## src/lcd_pkg.sv

```systemverilog
package lcd_pkg;

	// clock cycles per microsecond
	localparam int unsigned clks_per_us = 1;

	// panel delays in microseconds
	localparam int unsigned pwrup_us = 500;
	localparam int unsigned init_step_us = 10; // e-high time of each init command
	localparam int unsigned init_wait_us [4] = '{50, 50, 200, 100};
	localparam int unsigned write_us = 50; // full single-write cycle
	localparam int unsigned e_lead_us = 1; // bus setup before e rises
	localparam int unsigned e_high_us = 13;

	// the same delays in clock cycles
	localparam int unsigned pwrup_cyc = pwrup_us * clks_per_us;
	localparam int unsigned init_step_cyc = init_step_us * clks_per_us;
	localparam int unsigned init_cyc = (4 * init_step_us + init_wait_us[0] + init_wait_us[1] +
		init_wait_us[2] + init_wait_us[3]) * clks_per_us;
	localparam int unsigned write_cyc = write_us * clks_per_us;
	localparam int unsigned e_lead_cyc = e_lead_us * clks_per_us;
	localparam int unsigned e_high_cyc = e_high_us * clks_per_us;

	localparam int cnt_bits = $clog2(pwrup_cyc > init_cyc ? pwrup_cyc : init_cyc);

	typedef struct packed {
		logic lines;   // 2-line mode
		logic font;    // 5x10 dots
		logic display;
		logic cursor;
		logic blink;
		logic inc;     // address moves up after each char
		logic shift;   // display shifts with each char
	} lcd_cfg_t;

	localparam logic [7:0] cmd_func_set = 8'h30; // 8-bit bus
	localparam logic [7:0] cmd_disp_ctrl = 8'h08;
	localparam logic [7:0] cmd_clear = 8'h01;
	localparam logic [7:0] cmd_entry_mode = 8'h04;
	localparam logic [7:0] cmd_line1_addr = 8'h80; // ddram 0x00
	localparam logic [7:0] cmd_line2_addr = 8'hC0; // ddram 0x40

	localparam int unsigned line_len = 16;
	localparam int unsigned buf_depth = 32;
	localparam int buf_addr_bits = 5;
	localparam logic [7:0] char_space = 8'h20;

endpackage

```

## src/lcd_req_if.sv

```systemverilog
`timescale 1ns/1ps

// write requests into the panel controller
interface lcd_req_if;
	logic       valid; // one-cycle strobe, only while busy is low
	logic       rs;    // 0 command, 1 character
	logic       rw;
	logic [7:0] data;
	logic       busy;  // high during init and every write cycle

	modport host (
		output valid,
		output rs,
		output rw,
		output data,
		input  busy
	);

	modport dev (
		input  valid,
		input  rs,
		input  rw,
		input  data,
		output busy
	);

endinterface

```

## src/lcd_line_buf.sv

```systemverilog
`timescale 1ns/1ps

module lcd_line_buf (
	input  logic                              clk,
	input  logic                              wr_en,
	input  logic [lcd_pkg::buf_addr_bits-1:0] wr_addr,
	input  logic [7:0]                        wr_char,
	input  logic [lcd_pkg::buf_addr_bits-1:0] rd_addr,
	output logic [7:0]                        rd_char
);
	import lcd_pkg::*;

	logic [7:0] mem [buf_depth];

	// blank text until the host writes
	initial begin
		for (int unsigned i = 0; i < buf_depth; i++) begin
			mem[i] = char_space;
		end
	end

	always_ff @(posedge clk) begin
		if (wr_en) begin
			mem[wr_addr] <= wr_char;
		end
		rd_char <= mem[rd_addr]; // same-address write shows up one cycle later
	end

endmodule

```

## src/lcd_ctrl.sv

```systemverilog
`timescale 1ns/1ps

module lcd_ctrl (
	input  logic              clk,
	input  logic              rst_n,
	input  lcd_pkg::lcd_cfg_t cfg,
	lcd_req_if.dev            req,
	output logic              e,
	output logic              rs,
	output logic              rw,
	output logic [7:0]        lcd_data,
	output logic              init_done
);
	import lcd_pkg::*;

	typedef enum logic [1:0] {
		st_pwrup,
		st_init,
		st_idle,
		st_write
	} state_t;

	state_t state;
	logic [cnt_bits-1:0] cnt;
	logic [cnt_bits-1:0] cnt_nxt;
	logic [cnt_bits-1:0] init_cnt_nxt; // init count seen in the next cycle
	logic [7:0] init_w_nxt;
	logic init_e_nxt;
	logic wr_e_nxt;
	logic busy;

	assign cnt_nxt = cnt + cnt_bits'(1);
	assign init_cnt_nxt = (state == st_init) ? cnt_nxt : '0; // pwrup hands over at count 0
	assign req.busy = busy;

	// e high from e_lead_cyc for e_high_cyc cycles of the write
	assign wr_e_nxt = (32'(cnt_nxt) >= e_lead_cyc) && (32'(cnt_nxt) < e_lead_cyc + e_high_cyc);

	// command and e level of the four init steps, bus is zero between pulses
	always_comb begin : init_decode
		int unsigned c;
		int unsigned base;
		c = 32'(init_cnt_nxt);
		base = 0;
		init_e_nxt = 1'b0;
		init_w_nxt = 8'h00;
		for (int unsigned k = 0; k < 4; k++) begin
			if (c >= base && c < base + init_step_cyc) begin
				init_e_nxt = 1'b1;
				case (k)
					0: init_w_nxt = cmd_func_set | {4'b0000, cfg.lines, cfg.font, 2'b00};
					1: init_w_nxt = cmd_disp_ctrl | {5'b00000, cfg.display, cfg.cursor, cfg.blink};
					2: init_w_nxt = cmd_clear;
					default: init_w_nxt = cmd_entry_mode | {6'b000000, cfg.inc, cfg.shift};
				endcase
			end
			base = base + init_step_cyc + init_wait_us[k] * clks_per_us;
		end
	end

	always_ff @(posedge clk) begin
		if (!rst_n) begin
			state <= st_pwrup;
			cnt <= '0;
			busy <= 1'b1;
			init_done <= 1'b0;
			e <= 1'b0;
			rs <= 1'b0;
			rw <= 1'b0;
			lcd_data <= 8'h00;
		end else begin
			case (state)
				st_pwrup: begin
					if (cnt == cnt_bits'(pwrup_cyc - 1)) begin
						state <= st_init;
						cnt <= '0;
						e <= init_e_nxt; // function set pulse starts right away
						lcd_data <= init_w_nxt;
					end else begin
						cnt <= cnt_nxt;
					end
				end
				st_init: begin
					if (cnt == cnt_bits'(init_cyc - 1)) begin
						state <= st_idle;
						cnt <= '0;
						busy <= 1'b0;
						init_done <= 1'b1;
						e <= 1'b0;
						lcd_data <= 8'h00;
					end else begin
						cnt <= init_cnt_nxt;
						e <= init_e_nxt;
						lcd_data <= init_w_nxt;
					end
				end
				st_idle: begin
					if (req.valid) begin
						state <= st_write;
						cnt <= '0;
						busy <= 1'b1;
						rs <= req.rs; // held until the write cycle ends
						rw <= req.rw;
						lcd_data <= req.data;
					end
				end
				default: begin
					if (cnt == cnt_bits'(write_cyc - 1)) begin
						state <= st_idle;
						cnt <= '0;
						busy <= 1'b0;
						e <= 1'b0;
						rs <= 1'b0;
						rw <= 1'b0;
						lcd_data <= 8'h00;
					end else begin
						cnt <= cnt_nxt;
						e <= wr_e_nxt;
					end
				end
			endcase
		end
	end

	// panel latches on the falling edge of e
	a_bus_stable: assert property (@(posedge clk) disable iff (!rst_n)
		e |=> (!e || ($stable(lcd_data) && $stable(rs))));

	// requests only arrive while the controller is free
	a_req_idle: assert property (@(posedge clk) disable iff (!rst_n)
		req.valid |-> !busy);

endmodule

```

## src/lcd_text_writer.sv

```systemverilog
`timescale 1ns/1ps

module lcd_text_writer (
	input  logic                              clk,
	input  logic                              rst_n,
	input  logic                              start,
	input  logic                              init_done,
	output logic [lcd_pkg::buf_addr_bits-1:0] rd_addr,
	input  logic [7:0]                        rd_char,
	lcd_req_if.host                           req,
	output logic                              ready,
	output logic                              done
);
	import lcd_pkg::*;

	typedef enum logic [2:0] {
		ph_idle,
		ph_addr1,
		ph_char,
		ph_addr2,
		ph_finish
	} phase_t;

	phase_t phase;
	logic [buf_addr_bits-1:0] idx; // next character to send
	logic sending;
	logic accept;

	assign sending = (phase == ph_addr1) || (phase == ph_char) || (phase == ph_addr2);
	assign accept = sending && !req.busy; // first cycle the controller is free

	assign req.valid = accept;
	assign req.rs = (phase == ph_char);
	assign req.rw = 1'b0; // writes only

	always_comb begin
		case (phase)
			ph_addr1: req.data = cmd_line1_addr;
			ph_addr2: req.data = cmd_line2_addr;
			default:  req.data = rd_char;
		endcase
	end

	// read runs ahead, the char settles while the previous write is busy
	assign rd_addr = idx;
	assign ready = (phase == ph_idle) && init_done;
	assign done = (phase == ph_finish);

	always_ff @(posedge clk) begin
		if (!rst_n) begin
			phase <= ph_idle;
			idx <= '0;
		end else begin
			case (phase)
				ph_idle: begin
					if (start && ready) begin // start while not ready is dropped
						phase <= ph_addr1;
						idx <= '0;
					end
				end
				ph_addr1, ph_addr2: begin
					if (accept) begin
						phase <= ph_char;
					end
				end
				ph_char: begin
					if (accept) begin
						idx <= idx + buf_addr_bits'(1); // wraps to 0 after the last char
						if (idx == buf_addr_bits'(line_len - 1)) begin
							phase <= ph_addr2;
						end else if (idx == buf_addr_bits'(buf_depth - 1)) begin
							phase <= ph_finish;
						end
					end
				end
				default: begin
					phase <= ph_idle; // done lasts one cycle
				end
			endcase
		end
	end

	// controller turns busy right after each strobe
	a_valid_strobe: assert property (@(posedge clk) disable iff (!rst_n)
		req.valid |=> req.busy);

endmodule

```

## src/lcd_display.sv

```systemverilog
`timescale 1ns/1ps

module lcd_display (
	input  logic                              clk,
	input  logic                              rst_n,
	input  logic [6:0]                        init_cfg,
	input  logic                              wr_en,
	input  logic [lcd_pkg::buf_addr_bits-1:0] wr_addr,
	input  logic [7:0]                        wr_char,
	input  logic                              start,
	output logic                              ready,
	output logic                              done,
	output logic                              lcd_e,
	output logic                              lcd_rs,
	output logic                              lcd_rw,
	output logic [7:0]                        lcd_data
);
	import lcd_pkg::*;

	logic [buf_addr_bits-1:0] rd_addr;
	logic [7:0] rd_char;
	logic init_done;

	lcd_req_if u_req ();

	lcd_line_buf u_line_buf (
		.clk     (clk),
		.wr_en   (wr_en),
		.wr_addr (wr_addr),
		.wr_char (wr_char),
		.rd_addr (rd_addr),
		.rd_char (rd_char)
	);

	lcd_text_writer u_text_writer (
		.clk       (clk),
		.rst_n     (rst_n),
		.start     (start),
		.init_done (init_done),
		.rd_addr   (rd_addr),
		.rd_char   (rd_char),
		.req       (u_req.host),
		.ready     (ready),
		.done      (done)
	);

	lcd_ctrl u_lcd_ctrl (
		.clk       (clk),
		.rst_n     (rst_n),
		.cfg       (lcd_cfg_t'(init_cfg)), // bit 6 lines down to bit 0 shift
		.req       (u_req.dev),
		.e         (lcd_e),
		.rs        (lcd_rs),
		.rw        (lcd_rw),
		.lcd_data  (lcd_data),
		.init_done (init_done)
	);

endmodule

```

## config.mk

```make
export PLATFORM = sky130hd
export DESIGN_NAME = lcd_display
export DESIGN_NICKNAME = d
export VERILOG_FILES = /design/src/lcd_pkg.sv /design/src/lcd_req_if.sv /design/src/lcd_line_buf.sv /design/src/lcd_ctrl.sv /design/src/lcd_text_writer.sv /design/src/lcd_display.sv
export SDC_FILE = /design/constraint.sdc
export NUM_CORES = 1
export LEC_CHECK = 0
export ABC_AREA = 1
export BUFFER_PORTS_ARGS = -buffer_cell sky130_fd_sc_hd__buf_2
export CORE_MARGIN = 2
export CORE_UTILIZATION = 60
export DETAILED_ROUTE_END_ITERATION = 6
export GPL_TIMING_DRIVEN = 0
export PLACE_DENSITY = 0.78
export SLEW_MARGIN = 15
export SYNTH_ARGS = -nofsm -noshare
export SYNTH_HDL_FRONTEND = slang
export SYNTH_SLANG_ARGS = --single-unit
```

## constraint.sdc

```tcl
create_clock -name clk -period 4.35 [get_ports clk]
set_clock_uncertainty 0.15 [all_clocks]
set_input_delay 0.6525 -clock clk [delete_from_list [all_inputs] [get_ports clk]]
set_output_delay 0.6525 -clock clk [all_outputs]
set_load 0.005 [all_outputs]
```

-- Word-level counts from Yosys, hierarchy flattened
Memories as Yosys holds them, arrays and structs flattened. A register that Yosys moved wholly into a read port is not among the register bits.
Cells that the tools add are included.
- word-level logic and storage cells: 117
- latch bits: 0
- bits in registers: 32
- bits in read-only memories: 0
- RAM bits: 256
- memories kept: 1
- input bits: 24
- output and inout bits: 13
- reduce and logical (&&, ||, !) cells: 26
- magnitude comparators: 9
- multiplexer cells: 48
- multiply operators: 0
- shift-type cells: 0
- eq/ne operators: 18
- bitwise gates (word level): 3
- $add $sub $neg: 2
- divide/modulo/power cells: 0
- memories (memory ; words ; bits a word ; rd ports ; clocked after memory_dff ; write ports ; line ; RTL):
    u_line_buf.mem ; 32 ; 8 ; 1 ; 1 ; 1 ; lcd_line_buf.sv:13 ; logic [7:0] mem [buf_depth];
- operators by type and width (kind ; number):
    $mux 8 ; 7
    $mux 9 ; 5
    $pmux 9 s3 ; 1
    $pmux 8 s3 ; 1
    $eq 9x9->1 const B ; 2
    $lt 9x4->1 const B ; 2
    $pmux 8 s2 ; 1
    $mux 3 ; 5
    $mux 1 ; 14
    $reduce_and 4->1 ; 3
    $mux 5 ; 2
    $pmux 5 s2 ; 1
    $add 9x1->9 const B ; 1
    $eq 9x6->1 const B ; 1
    $ge 9x1->1 const B ; 1
    $ge 9x6->1 const B ; 1
    $ge 9x7->1 const B ; 1
    $ge 9x9->1 const B ; 1
    $lt 9x7->1 const B ; 1
    $lt 9x8->1 const B ; 1
    $lt 9x9->1 const B ; 1
    $pmux 3 s3 ; 1
    $reduce_and 3->1 ; 3
    $mux 2 ; 4
    other kinds (26) ; 45

-- Longest topological paths before layout
Gate-level depths: netlist of run 1.
- word-level depth: 9
- depth in mapped cells: 17
- mapped depth without buffers: 17

-- Modules after synthesis
A second synthesis of run 1 with hierarchy kept.
- cells, all modules: 1281
- area, all modules: 13046.3 µm²
- modules (own cells, without submodules) (module ; cells an instance ; instances ; sequential area each (µm²) ; area an instance (µm²)):
    lcd_line_buf ; 922 ; 1 ; 7847.5 ; 10786.6
    lcd_ctrl ; 263 ; 1 ; 480.5 ; 1642.8
    lcd_text_writer ; 96 ; 1 ; 160.2 ; 616.8

-- Least setup slack after synthesis of run 1
OpenSTA, ideal clock, no wires.
- kind: flip-flop to flip-flop
- from: register u_text_writer.idx[2] (netlist: u_text_writer.rd_addr[2])
- to: register u_text_writer.phase[0]
- data required time: 4.126 ns
- cell stages (with the launch flop): 12
- data arrival time: 1.831 ns
- path buffers: 2
- path slack: 2.295 ns
- library setup time: 0.074 ns
- period minus slack after synthesis: 2.055 ns
- cell sequence: dfxtp_1 clkbuf_1 clkinv_1 clkbuf_1 nor3_1 ha_1 nor2_1 nand2_1 nand3_1 inv_1 o21ai_0 a31oi_1
- word-level cells in the longest chain between the ends: 4
- elaborated cells between the ends (all ways): 7
- classes of those cells: 3 x eq/ne; 3 x mux; 1 x reduce/logical
- RTL lines (item ; line ; RTL):
    start: declaration ; lcd_text_writer.sv:25 ; logic [buf_addr_bits-1:0] idx;
    start signal: assignment ; lcd_text_writer.sv:68 ; idx <= idx + buf_addr_bits'(1);
    $eq 5x4->1 ; lcd_text_writer.sv:69 ; if (idx == buf_addr_bits'(line_len - 1)) begin
    $mux 3 ; lcd_text_writer.sv:69 ;
    $mux 3 ; lcd_text_writer.sv:67 ; if (accept) begin
    $pmux 3 s3 ; lcd_text_writer.sv:54 ; case (phase)
    end signal: assignment ; lcd_text_writer.sv:57 ; phase <= ph_addr1;
    end signal: assignment ; lcd_text_writer.sv:70 ; phase <= ph_addr2;
    end signal: assignment ; lcd_text_writer.sv:72 ; phase <= ph_finish;
    end: declaration ; lcd_text_writer.sv:24 ; phase_t phase;
Parallel ways exist; a longest one is shown, timed or not. The select of a mux whose other input is x is not followed.
A chain may end at the register's enable or synchronous reset.

==> results of run 1 <==
worst max-delay path: stages (launching register included):
cell and delay, ns:
dfxtp_1 0.42, clkbuf_1 0.46, clkbuf_1 0.60, o21ai_0 0.19, o221ai_1 0.44, nand3_1 0.20
o211ai_1 0.12, o21ai_0 0.13, inv_1 0.08
worst min path at each step:
stage,end,slack [ns],depth (start not counted)
6_report,u_lcd_ctrl.req.busy,0.23,2
5_1_grt,u_lcd_ctrl.req.busy,0.23,2
4_1_cts,u_lcd_ctrl.req.busy,0.22,2
3_5_place_dp,u_lcd_ctrl.lcd_data[7],0.30,2
3_3_place_gp,u_lcd_ctrl.init_done,0.30,2
2_1_floorplan,u_lcd_ctrl.init_done,0.29,2
flip-flops by register name (all words and copies together), names as in the netlist:
name                   count
u_line_buf.mem           256
u_lcd_ctrl.cnt             9
u_lcd_ctrl.lcd_data        8
u_line_buf.rd_char         8
u_text_writer.rd_addr      5
u_text_writer.phase        3
u_lcd_ctrl.state           2
u_lcd_ctrl.e               1
u_lcd_ctrl.init_done       1
u_lcd_ctrl.req.busy        1
u_lcd_ctrl.rs              1
kinds of logic after synthesis:
group                    Yosys count
adder cells (fa/ha/maj)            6
flip-flops                       295
AND/OR/NAND/NOR                  412
buffers and inverters            116
other                              1
AO/OA/AOI/OAI                    273
power by group through the flow:
stage                     registers [uW]  logic [uW]  clock network [uW]
after floorplan                     3280        1160                   0
after global placement              3290        1910                   0
after detailed placement            3300        1960                   0
after CTS                           3240        1970                2690
after global routing                3250        2180                2800
final                               3240        2050                2690
layer usage:
| layer | share of wire [%] | wire, um |
|---|---|---|
| met5 | 0 | 0 |
| met4 | 3.4 | 1120 |
| met3 | 12 | 3800 |
| met2 | 47 | 15500 |
| met1 | 38 | 12600 |
cell type report:
cell class	instances	area, um^2	area share (%)
Multi-Input combinational cell	692	3440	24.7
Sequential cell	295	8470	60.8
Tap cell	270	338	2.43
Buffer	59	258	1.85
Timing Repair Buffer	35	175	1.26
Clock buffer	29	726	5.21
Inverter	57	214	1.54
Clock inverter	24	307	2.20
per-stage QoR:
stage                     total power, uW  std cells  setup WS (ns)  utilization [%]
after global placement               5200       1408           1.71             63.7
after global routing                 8220       1461           1.29             68.8
after floorplan                      4430       1103           2.30                -
final                                7980       1461           1.50             68.8
after detailed placement             5260       1408           1.68             63.7
after CTS                            7900       1461           1.66             68.8
cell usage after synthesis (3+ instances only):
cell,count
nand3_1,58
o211ai_1,9
o221ai_1,32
ha_1,6
nand4_1,5
nor3_1,6
a21oi_1,18
inv_1,48
o21ai_0,168
nand2_2,5
nand2_1,109
nor2_2,4
nor2_4,3
a21oi_2,4
inv_2,7
a31oi_1,3
o22ai_1,32
dfxtp_1,39
buf_2,11
nand3_2,5
buf_4,4
nor2_1,208
edfxtp_1,256
clkbuf_1,43
==> results.ini, run 1 <==
[logic_synthesis]
synth_ff_type = edfxtp_1
yosys.area.top_type = edfxtp_1
synth_top_family_by_area = simple AND/OR/NAND/NOR gates
yosysSeqAreaShare_pct = 68.4
synth-seq-cells = 295
async_reset_ff_share_pct = 0
yosysWarnings = 0
synth_top_area_share_pct = 62.1
synthesis.area_um2 = 12400
yosys-top-cells-area = edfxtp_1 62%, o21ai_0 6.8%, dfxtp_1 6.3%
synth.avg_cell_area_um2 = 11.2
synth_xor_area_share_pct = 0
ys_types = 38
muxShareOfSynthArea_pct = 0
synth-compound-area-share_pct = 12.8
synth_edf_count = 256
syn_inst = 1103
yosys.area_share.simple_pct = 14.3
synth_fp_nets = 1133
synth_fa_ha_area_share_pct = 0.606

[clock_tree]
cts-hold-fix-buffers = 0
clock-sinks = 295
clockBufferDepth = 3
cts_made_buffers = 29
ctsResizeCount = 0
clk_latency_ns = 0.56
post-cts-setup-buffers = 0
cts.reportedPaths.clkPinSlew_ns = 0.06
cts_tree = yes
htree_levels = 1
root_buffer = clkbuf_16

[job]
max_cap_viol_count = 0

[detailed_routing]
drtIter0Drc = 1298
wl_per_cell_um = 22.6
vias = 9210
drcViolationCount = 0
firstDrtPassIters = 6
wirelength_um = 32900
ant_nets = 0
avgViaCountPerCell = 6.30

[sta]
timing.setup.tns_ns = 0
drv_slew = 0
slew_headroom_pct = 38.1
grt_setup_unrepaired = false
finalSetupViolCount = 0
hold_viol = 0
tightestPinTransition_ns = 0.926
period_share_pct = 65.5
max_freq_mhz = 351
period_needed_ns = 2.85
holdWs_ns = 0.230

[die]
dieArea_um2 = 21800
initial_core_util_pct = 61.2
die_w_um = 148
core_area_um2 = 20200
io_pins = 37
rows = 52
fp.dieH_um = 148

[cells_and_area]
final_nets = 1199
post_route_cells_drive_above_1_share_pct = 10.9
antenna_cells = 0
final_common_cell = edfxtp_1
areaGrowthSynthToFinish_pct = 12.5
n_fill_cell = 1437
layout_common_cells = 256 x edfxtp_1, 208 x nor2_1, 168 x o21ai_0
fin_area_um2 = 13900

[global_routing]
met3_usage_pct = 5.80
antenna_found_initial = 0
grt_usage_pct = 30.5
grt_overflow = 0
grt_max_degree = 33
first_global_vias = 8618
grt_use_met1_pct = 42.6
met2_usage_pct = 48.8
busiest_layer = met2
grt_pass1_wl_um = 49800

[power]
leakagePower_uw = 0.00483
p_int_uw = 5320
max-vdd-ir-drop_uv = 436
switchingPower_uw = 2650
combPwrFrac_pct = 25.7
powerDensity_nw_per_um2 = 573
pwr-share-seq_pct = 40.6
power_frac_clock_pct = 33.7
sw_frac_of_total_pct = 33.3

[place]
port_buffers = 35
placed_cell_area_um2 = 12900
place_hpwl_um = 21800
gp_congestion = 0.947

[setup_path]
critPathKind = register to register
ff2ff_setup_slack_ns = 1.50
r2r-start = u_text_writer.rd_addr[1]
critPathLaunchType = register
crit_path_max_fanout = 10
reg2reg_to = u_line_buf.rd_char[1]
endpoint = u_line_buf.rd_char[1]
r2r_cells = 8
endpoint_kind = register
crit_arrival_ns = 3.19
startpoint = u_text_writer.rd_addr[1]
crit_required_ns = 4.69

[min_path]
hold_path.class = primary input to register
min_from = rst_n

[run_status]
status = complete, no violations

Note: power is estimated with default switching activity, not from simulation.
==> run 2, diff against run 1 <==
- CORE_UTILIZATION: 60 -> 56
- PLACE_DENSITY: 0.78 -> 0.77
- clock period: 4.35 -> 2.3 ns (I/O delays scaled with it)
==> results.ini, run 2 (synthesis gave the netlist of run 1 again) <==
[sta]
hold_viol = 0  ; unchanged
slew_headroom_pct = 38.3  ; was 38.1%
tightestPinTransition_ns = 0.922  ; was 0.926 ns
period_needed_ns = 2.30  ; was 2.85 ns
drv_slew = 0  ; unchanged
finalSetupViolCount = 0  ; unchanged
period_share_pct = 100  ; was 65.5%
max_freq_mhz = 435  ; was 351 MHz

[setup_path]
endpoint_kind = register  ; unchanged
path_common_cell = o21ai_0
critPathTopFamily = compound AO/OA/AOI/OAI gates  ; was buffers and inverters
critical-path-max-stage-delay_ns = 0.54  ; was 0.60 ns
crit_path_max_fanout = 10  ; unchanged
crit_arrival_ns = 2.64  ; was 3.19 ns
critPathKind = register to register  ; unchanged
cp.buffers_inverters = 2  ; was 3
critPathLaunchType = register  ; unchanged
path_cells = clkbuf_1, o21ai_0, o22ai_2, o21ai_0, o211ai_1, o21ai_0, inv_1  ; was clkbuf_1, clkbuf_1, o21ai_0, o221ai_1, nand3_1, o211ai_1, o21ai_0, inv_1
crit_slowest_cell = clkbuf_1  ; unchanged
crit_required_ns = 2.64  ; was 4.69 ns

[place]
place_hpwl_um = 21900  ; was 21800 um
gp_congestion = 0.959  ; was 0.947
port_buffers = 35  ; unchanged
place_inst = 1418  ; was 1408

[detailed_routing]
ant_nets = 0  ; unchanged
avgViaCountPerCell = 6.22  ; was 6.30
wl_per_cell_um = 22.6  ; about the same
drtIter0Drc = 1407  ; was 1298
vias = 9130  ; was 9210
wirelength_um = 33200  ; was 32900 um
drcViolationCount = 0  ; unchanged
firstDrtPassIters = 6  ; unchanged

[global_routing]
grt_usage_pct = 28.2  ; was 30.5%
first_global_vias = 8740  ; was 8618
grt_max_degree = 33  ; unchanged
antenna_found_initial = 0  ; unchanged
grt_overflow = 0  ; unchanged
grt_pass1_wl_um = 50600  ; was 49800 um

[clock_tree]
clk_latency_ns = 0.55  ; was 0.56 ns
htree_levels = 1  ; unchanged
cts.reportedPaths.clkPinSlew_ns = 0.06  ; about the same
cts_made_buffers = 29  ; unchanged
clock-sinks = 295  ; unchanged
cts_tree = yes  ; unchanged
clockBufferDepth = 3  ; unchanged
root_buffer = clkbuf_16  ; unchanged

[die]
fp.dieH_um = 153  ; was 148 um
rows = 54  ; was 52
core_area_um2 = 21800  ; was 20200 um^2
die_w_um = 153  ; was 148 um
io_pins = 37  ; unchanged
initial_core_util_pct = 56.9  ; was 61.2%
dieArea_um2 = 23300  ; was 21800 um^2

[cells_and_area]
final_nets = 1200  ; was 1199
regMostFlops = u_line_buf.mem  ; unchanged
areaGrowthSynthToFinish_pct = 13.0  ; was 12.5%
finalNonFillerCells = 1469  ; was 1461
final_common_cell = edfxtp_1  ; unchanged
post_route_cells_drive_above_1_share_pct = 14.7  ; was 10.9%
layout_common_cells = 256 x edfxtp_1, 206 x nor2_1, 159 x o21ai_0  ; was 256 x edfxtp_1, 208 x nor2_1, 168 x o21ai_0
largest_reg_flops = 256  ; unchanged
largestRegisters = u_line_buf.mem x256, u_lcd_ctrl.cnt x9  ; unchanged
antenna_cells = 0  ; unchanged

[min_path]
hold_path.class = primary input to register  ; unchanged

[power]
combPwrFrac_pct = 27.5  ; was 25.7%
switchingPower_uw = 4960  ; was 2650 uW
power_frac_clock_pct = 30.7  ; was 33.7%
sw_frac_of_total_pct = 33.8  ; was 33.3%
max-vdd-ir-drop_uv = 841  ; was 436 uV
power.total_uw = 14700  ; was 7980 uW
pwr-share-seq_pct = 41.8  ; was 40.6%
powerDensity_nw_per_um2 = 1050  ; was 573 nW/um^2
p_int_uw = 9710  ; was 5320 uW
leakagePower_uw = 0.00488  ; was 0.00483 uW

[job]
max_cap_viol_count = 0  ; unchanged

[run_status]
status = complete, no violations  ; unchanged

==> run 2: metrics by stage <==
stage / setup WS [ns] / setup TNS (ns) / utilization, % / cell area (um^2) / hold WS (ns)
2_1_floorplan: 0.245 / 0 / - / 12400 / 0.279
3_3_place_gp: -0.314 / -2.84 / 59.3 / 12900 / 0.295
3_5_place_dp: -0.326 / -3.37 / 59.3 / 12900 / 0.305
4_1_cts: 0.00268 / 0 / 63.8 / 13900 / 0.0102
5_1_grt: -0.0707 / -0.186 / 64.3 / 14000 / 0.0549
6_report: 0.000883 / 0 / 64.3 / 14000 / 0.0280
==> run 2: worst min-delay path, stage by stage <==
cell	delay [ns]
buf_2	0.07
nand2_1	0.08
nand2_1	0.13
nor2_1	0.06
==> run 2: cell type report <==
| type | instances | area (um^2) |
|---|---|---|
| sequential | 295 | 8480 |
| fill | 1679 | 7760 |
| multi-input combinational | 692 | 3550 |
| clock buffer | 43 | 873 |
| tap | 280 | 350 |
| buffer | 58 | 304 |
| inverter | 57 | 216 |
| timing repair buffer | 37 | 193 |
| clock inverter | 7 | 33.8 |
==> run 2: path summary, 6_finish.rpt <==
kind	start	endpoint	slack (ns)	depth (start not counted)
setup / recovery	u_text_writer.rd_addr[0]	u_line_buf.rd_char[2]	0.0009	7
hold / removal	start	u_text_writer.rd_addr[2]	0.03	4
setup reg to reg	u_text_writer.rd_addr[0]	u_line_buf.rd_char[2]	0.0009	7
hold reg to reg	u_lcd_ctrl.init_done	u_lcd_ctrl.init_done	0.31	2
==> run 2: repair_timing <==
action / 4_1_cts / 5_1_grt
pin swaps: 1 / 3
hold endpoints to repair: 6 / 0
buffers inserted: 0 / 1
hold buffers: 1 / 0
endpoints found under the setup margin: 18 / 19
gates resized for setup: 31 / 50
==> run 2: metal layers <==
layer,track usage (%),wire length [um],vias up
li1,-,-,4102
met1,39.7,12900,4281
met2,44.1,15100,652
met3,5.60,4070,95
met4,10.4,1180,0
met5,0,0,-
==> run 2: power by group through the flow <==
stage	logic, uW	registers (uW)	clock network [uW]
3_5_place_dp	3670	6230	0
6_report	4030	6130	4510
4_1_cts	3750	6120	4510
2_1_floorplan	2190	6200	0
3_3_place_gp	3600	6220	0
5_1_grt	4270	6150	4730
==> run 3, diff against run 2 <==
- CORE_UTILIZATION: 56 -> 60
- PLACE_DENSITY: 0.77 -> 0.78
- clock period: 2.3 -> 2.9 ns (I/O delays scaled with it)
==> results.ini, run 3 (synthesis gave the netlist of run 1 again) <==
[setup_path]
worst-path-stages = 8  ; was 7
r2r-start = u_text_writer.rd_addr[1]  ; was u_text_writer.rd_addr[0]
cp.buffers_inverters = 3  ; was 2
ff2ff_setup_slack_ns = 0.14  ; was 0.0009 ns
reg2reg_to = u_line_buf.rd_char[3]  ; was u_line_buf.rd_char[2]
critPathKind = register to register  ; unchanged
path_common_cell = o21ai_0  ; unchanged
endpoint = u_line_buf.rd_char[3]  ; was u_line_buf.rd_char[2]
crit_path_max_fanout = 10  ; unchanged
critical-path-max-stage-delay_ns = 0.50  ; was 0.54 ns
crit_slowest_cell = o221ai_1  ; was clkbuf_1
startpoint = u_text_writer.rd_addr[1]  ; was u_text_writer.rd_addr[0]
critPathTopFamily = buffers and inverters  ; was compound AO/OA/AOI/OAI gates
critPathLaunchType = register  ; unchanged
r2r_cells = 8  ; was 7
crit_arrival_ns = 3.10  ; was 2.64 ns
path_cells = clkbuf_1, clkbuf_1, o21ai_0, o221ai_1, nand3_1, o21ai_0, o21ai_0, inv_1  ; was clkbuf_1, o21ai_0, o22ai_2, o21ai_0, o211ai_1, o21ai_0, inv_1
crit_required_ns = 3.24  ; was 2.64 ns
endpoint_kind = register  ; unchanged

[die]
dieArea_um2 = 21800  ; was 23300 um^2
rows = 52  ; was 54
fp.dieH_um = 148  ; was 153 um
die_w_um = 148  ; was 153 um
core_area_um2 = 20200  ; was 21800 um^2
io_pins = 37  ; unchanged
initial_core_util_pct = 61.2  ; was 56.9%

[power]
p_int_uw = 7990  ; was 9710 uW
combPwrFrac_pct = 25.7  ; was 27.5%
power_frac_clock_pct = 33.7  ; was 30.7%
sw_frac_of_total_pct = 33.3  ; was 33.8%
power.total_uw = 12000  ; was 14700 uW
max-vdd-ir-drop_uv = 656  ; was 841 uV
pwr-share-seq_pct = 40.6  ; was 41.8%
switchingPower_uw = 3980  ; was 4960 uW
powerDensity_nw_per_um2 = 859  ; was 1050 nW/um^2
leakagePower_uw = 0.00484  ; was 0.00488 uW

[global_routing]
grt_overflow = 0  ; unchanged
grt_max_degree = 33  ; unchanged
grt_usage_pct = 30.5  ; was 28.2%
antenna_found_initial = 0  ; unchanged
grt_pass1_wl_um = 49800  ; was 50600 um
first_global_vias = 8618  ; was 8740

[sta]
max_freq_mhz = 363  ; was 435 MHz
timing.setup.tns_ns = 0  ; unchanged
slew_headroom_pct = 36.3  ; was 38.3%
hold_viol = 0  ; unchanged
finalSetupViolCount = 0  ; unchanged
tightestPinTransition_ns = 0.952  ; was 0.922 ns
period_needed_ns = 2.76  ; was 2.30 ns
grt_setup_unrepaired = false
period_share_pct = 95.1  ; was 100%
drv_slew = 0  ; unchanged

[place]
place_hpwl_um = 21800  ; was 21900 um
port_buffers = 35  ; unchanged
gp_congestion = 0.947  ; was 0.959
placed_cell_area_um2 = 12900  ; about the same

[clock_tree]
clockBufferDepth = 3  ; unchanged
clk_latency_ns = 0.56  ; was 0.55 ns
root_buffer = clkbuf_16  ; unchanged
cts_made_buffers = 29  ; unchanged
cts-hold-fix-buffers = 0  ; was 1
cts.reportedPaths.clkPinSlew_ns = 0.06  ; about the same
cts_tree = yes  ; unchanged
clock-sinks = 295  ; unchanged
post-cts-setup-buffers = 0  ; unchanged
htree_levels = 1  ; unchanged

[cells_and_area]
largestRegisters = u_line_buf.mem x256, u_lcd_ctrl.cnt x9  ; unchanged
antenna_cells = 0  ; unchanged
largest_reg_flops = 256  ; unchanged
seqCellArea_um2 = 8470  ; was 8480 um^2
n_fill_cell = 1436  ; was 1679
final_nets = 1199  ; was 1200
fin_area_um2 = 13900  ; was 14000 um^2
post_route_cells_drive_above_1_share_pct = 11.2  ; was 14.7%
regMostFlops = u_line_buf.mem  ; unchanged
final_common_cell = edfxtp_1  ; unchanged
areaGrowthSynthToFinish_pct = 12.5  ; was 13.0%
layout_common_cells = 256 x edfxtp_1, 208 x nor2_1, 168 x o21ai_0  ; was 256 x edfxtp_1, 206 x nor2_1, 159 x o21ai_0
multi_input_area_um2 = 3440  ; was 3550 um^2

[detailed_routing]
drtIter0Drc = 1245  ; was 1407
ant_nets = 0  ; unchanged
drcViolationCount = 0  ; unchanged
vias = 9188  ; was 9130
avgViaCountPerCell = 6.29  ; was 6.22
firstDrtPassIters = 5  ; was 6
wl_per_cell_um = 22.5  ; was 22.6 um
wirelength_um = 32900  ; was 33200 um

[job]
max_cap_viol_count = 0  ; unchanged

[run_status]
status = complete, no violations  ; unchanged

[min_path]
worstHoldPathCells = 2  ; was 4
hold_path.class = primary input to register  ; unchanged

-- run 3: cell types whose count changed in the layout (fill, tap and decap cells not counted), moves of 4 or more --
cell / previous run / this run
bufinv_16: 0 / 7
clkbuf_1: 23 / 41
clkbuf_2: 20 / 2
clkbuf_4: 6 / 0
clkbuf_8: 5 / 0
clkinv_1: 3 / 9
dfxtp_1: 34 / 39
o21ai_0: 159 / 168
o21ai_1: 11 / 2
o221ai_1: 28 / 32
o221ai_2: 4 / 0
-- run 3: area by class of cell --
| cell class | instances | share of cell area, % |
|---|---|---|
| tap | 270 | 2.43 |
| clock inverter | 24 | 2.20 |
| timing repair buffer | 35 | 1.26 |
| clock buffer | 29 | 5.21 |
| sequential | 295 | 60.8 |
| inverter | 57 | 1.54 |
| multi-input combinational | 692 | 24.7 |
| buffer | 59 | 1.87 |
-- run 3: through the flow --
step                      utilization [%]  instances  setup WS (ns)  hold WS, ns
final                                68.8       1461          0.142       0.0123
after floorplan                         -       1103          0.845        0.286
after CTS                            68.8       1461          0.210      0.00341
after global placement               63.7       1408          0.260        0.296
after detailed placement             63.7       1408          0.229        0.303
after global routing                 68.8       1461         0.0510       0.0115
-- run 3: worst reg2reg max path, cell delays in order, from the launching register on --
cell	delay, ns
dfxtp_1	0.42
clkbuf_1	0.47
clkbuf_1	0.50
o21ai_0	0.20
o221ai_1	0.50
nand3_1	0.17
o21ai_0	0.10
o21ai_0	0.12
inv_1	0.07
-- run 3: how the worst min path moves through the flow --
stage	startpoint	end	slack (ns)
finish	rst_n	u_lcd_ctrl.req.busy	0.01
global route	rst_n	u_lcd_ctrl.req.busy	0.01
CTS	rst_n	u_lcd_ctrl.req.busy	0.003
detailed placement	u_lcd_ctrl.lcd_data[7]	u_lcd_ctrl.lcd_data[7]	0.30
global placement	u_lcd_ctrl.init_done	u_lcd_ctrl.init_done	0.30
floorplan	u_lcd_ctrl.init_done	u_lcd_ctrl.init_done	0.29
-- run 3: routing by layer --
| layer | vias up | wire length [um] | track usage [%] |
|---|---|---|---|
| met4 | 0 | 1090 | 10.4 |
| met2 | 595 | 15400 | 48.8 |
| met3 | 96 | 3780 | 5.80 |
| met1 | 4379 | 12700 | 42.6 |
| li1 | 4118 | - | - |
| met5 | - | 0 | 0 |
-- run 3: timing repair --
action / in CTS / in global routing
endpoints found under the setup margin: 0 / 3
endpoints found under the hold margin: 0 / 0
resized for setup: 0 / 5
-- run 3: power groups by stage --
stage | Clock [uW] | Sequential (uW) | Combinational (uW)
3_5_place_dp | 0 | 4940 | 2940
4_1_cts | 4040 | 4850 | 2950
3_3_place_gp | 0 | 4940 | 2870
5_1_grt | 4200 | 4870 | 3270
2_1_floorplan | 0 | 4920 | 1730
6_report | 4030 | 4860 | 3080
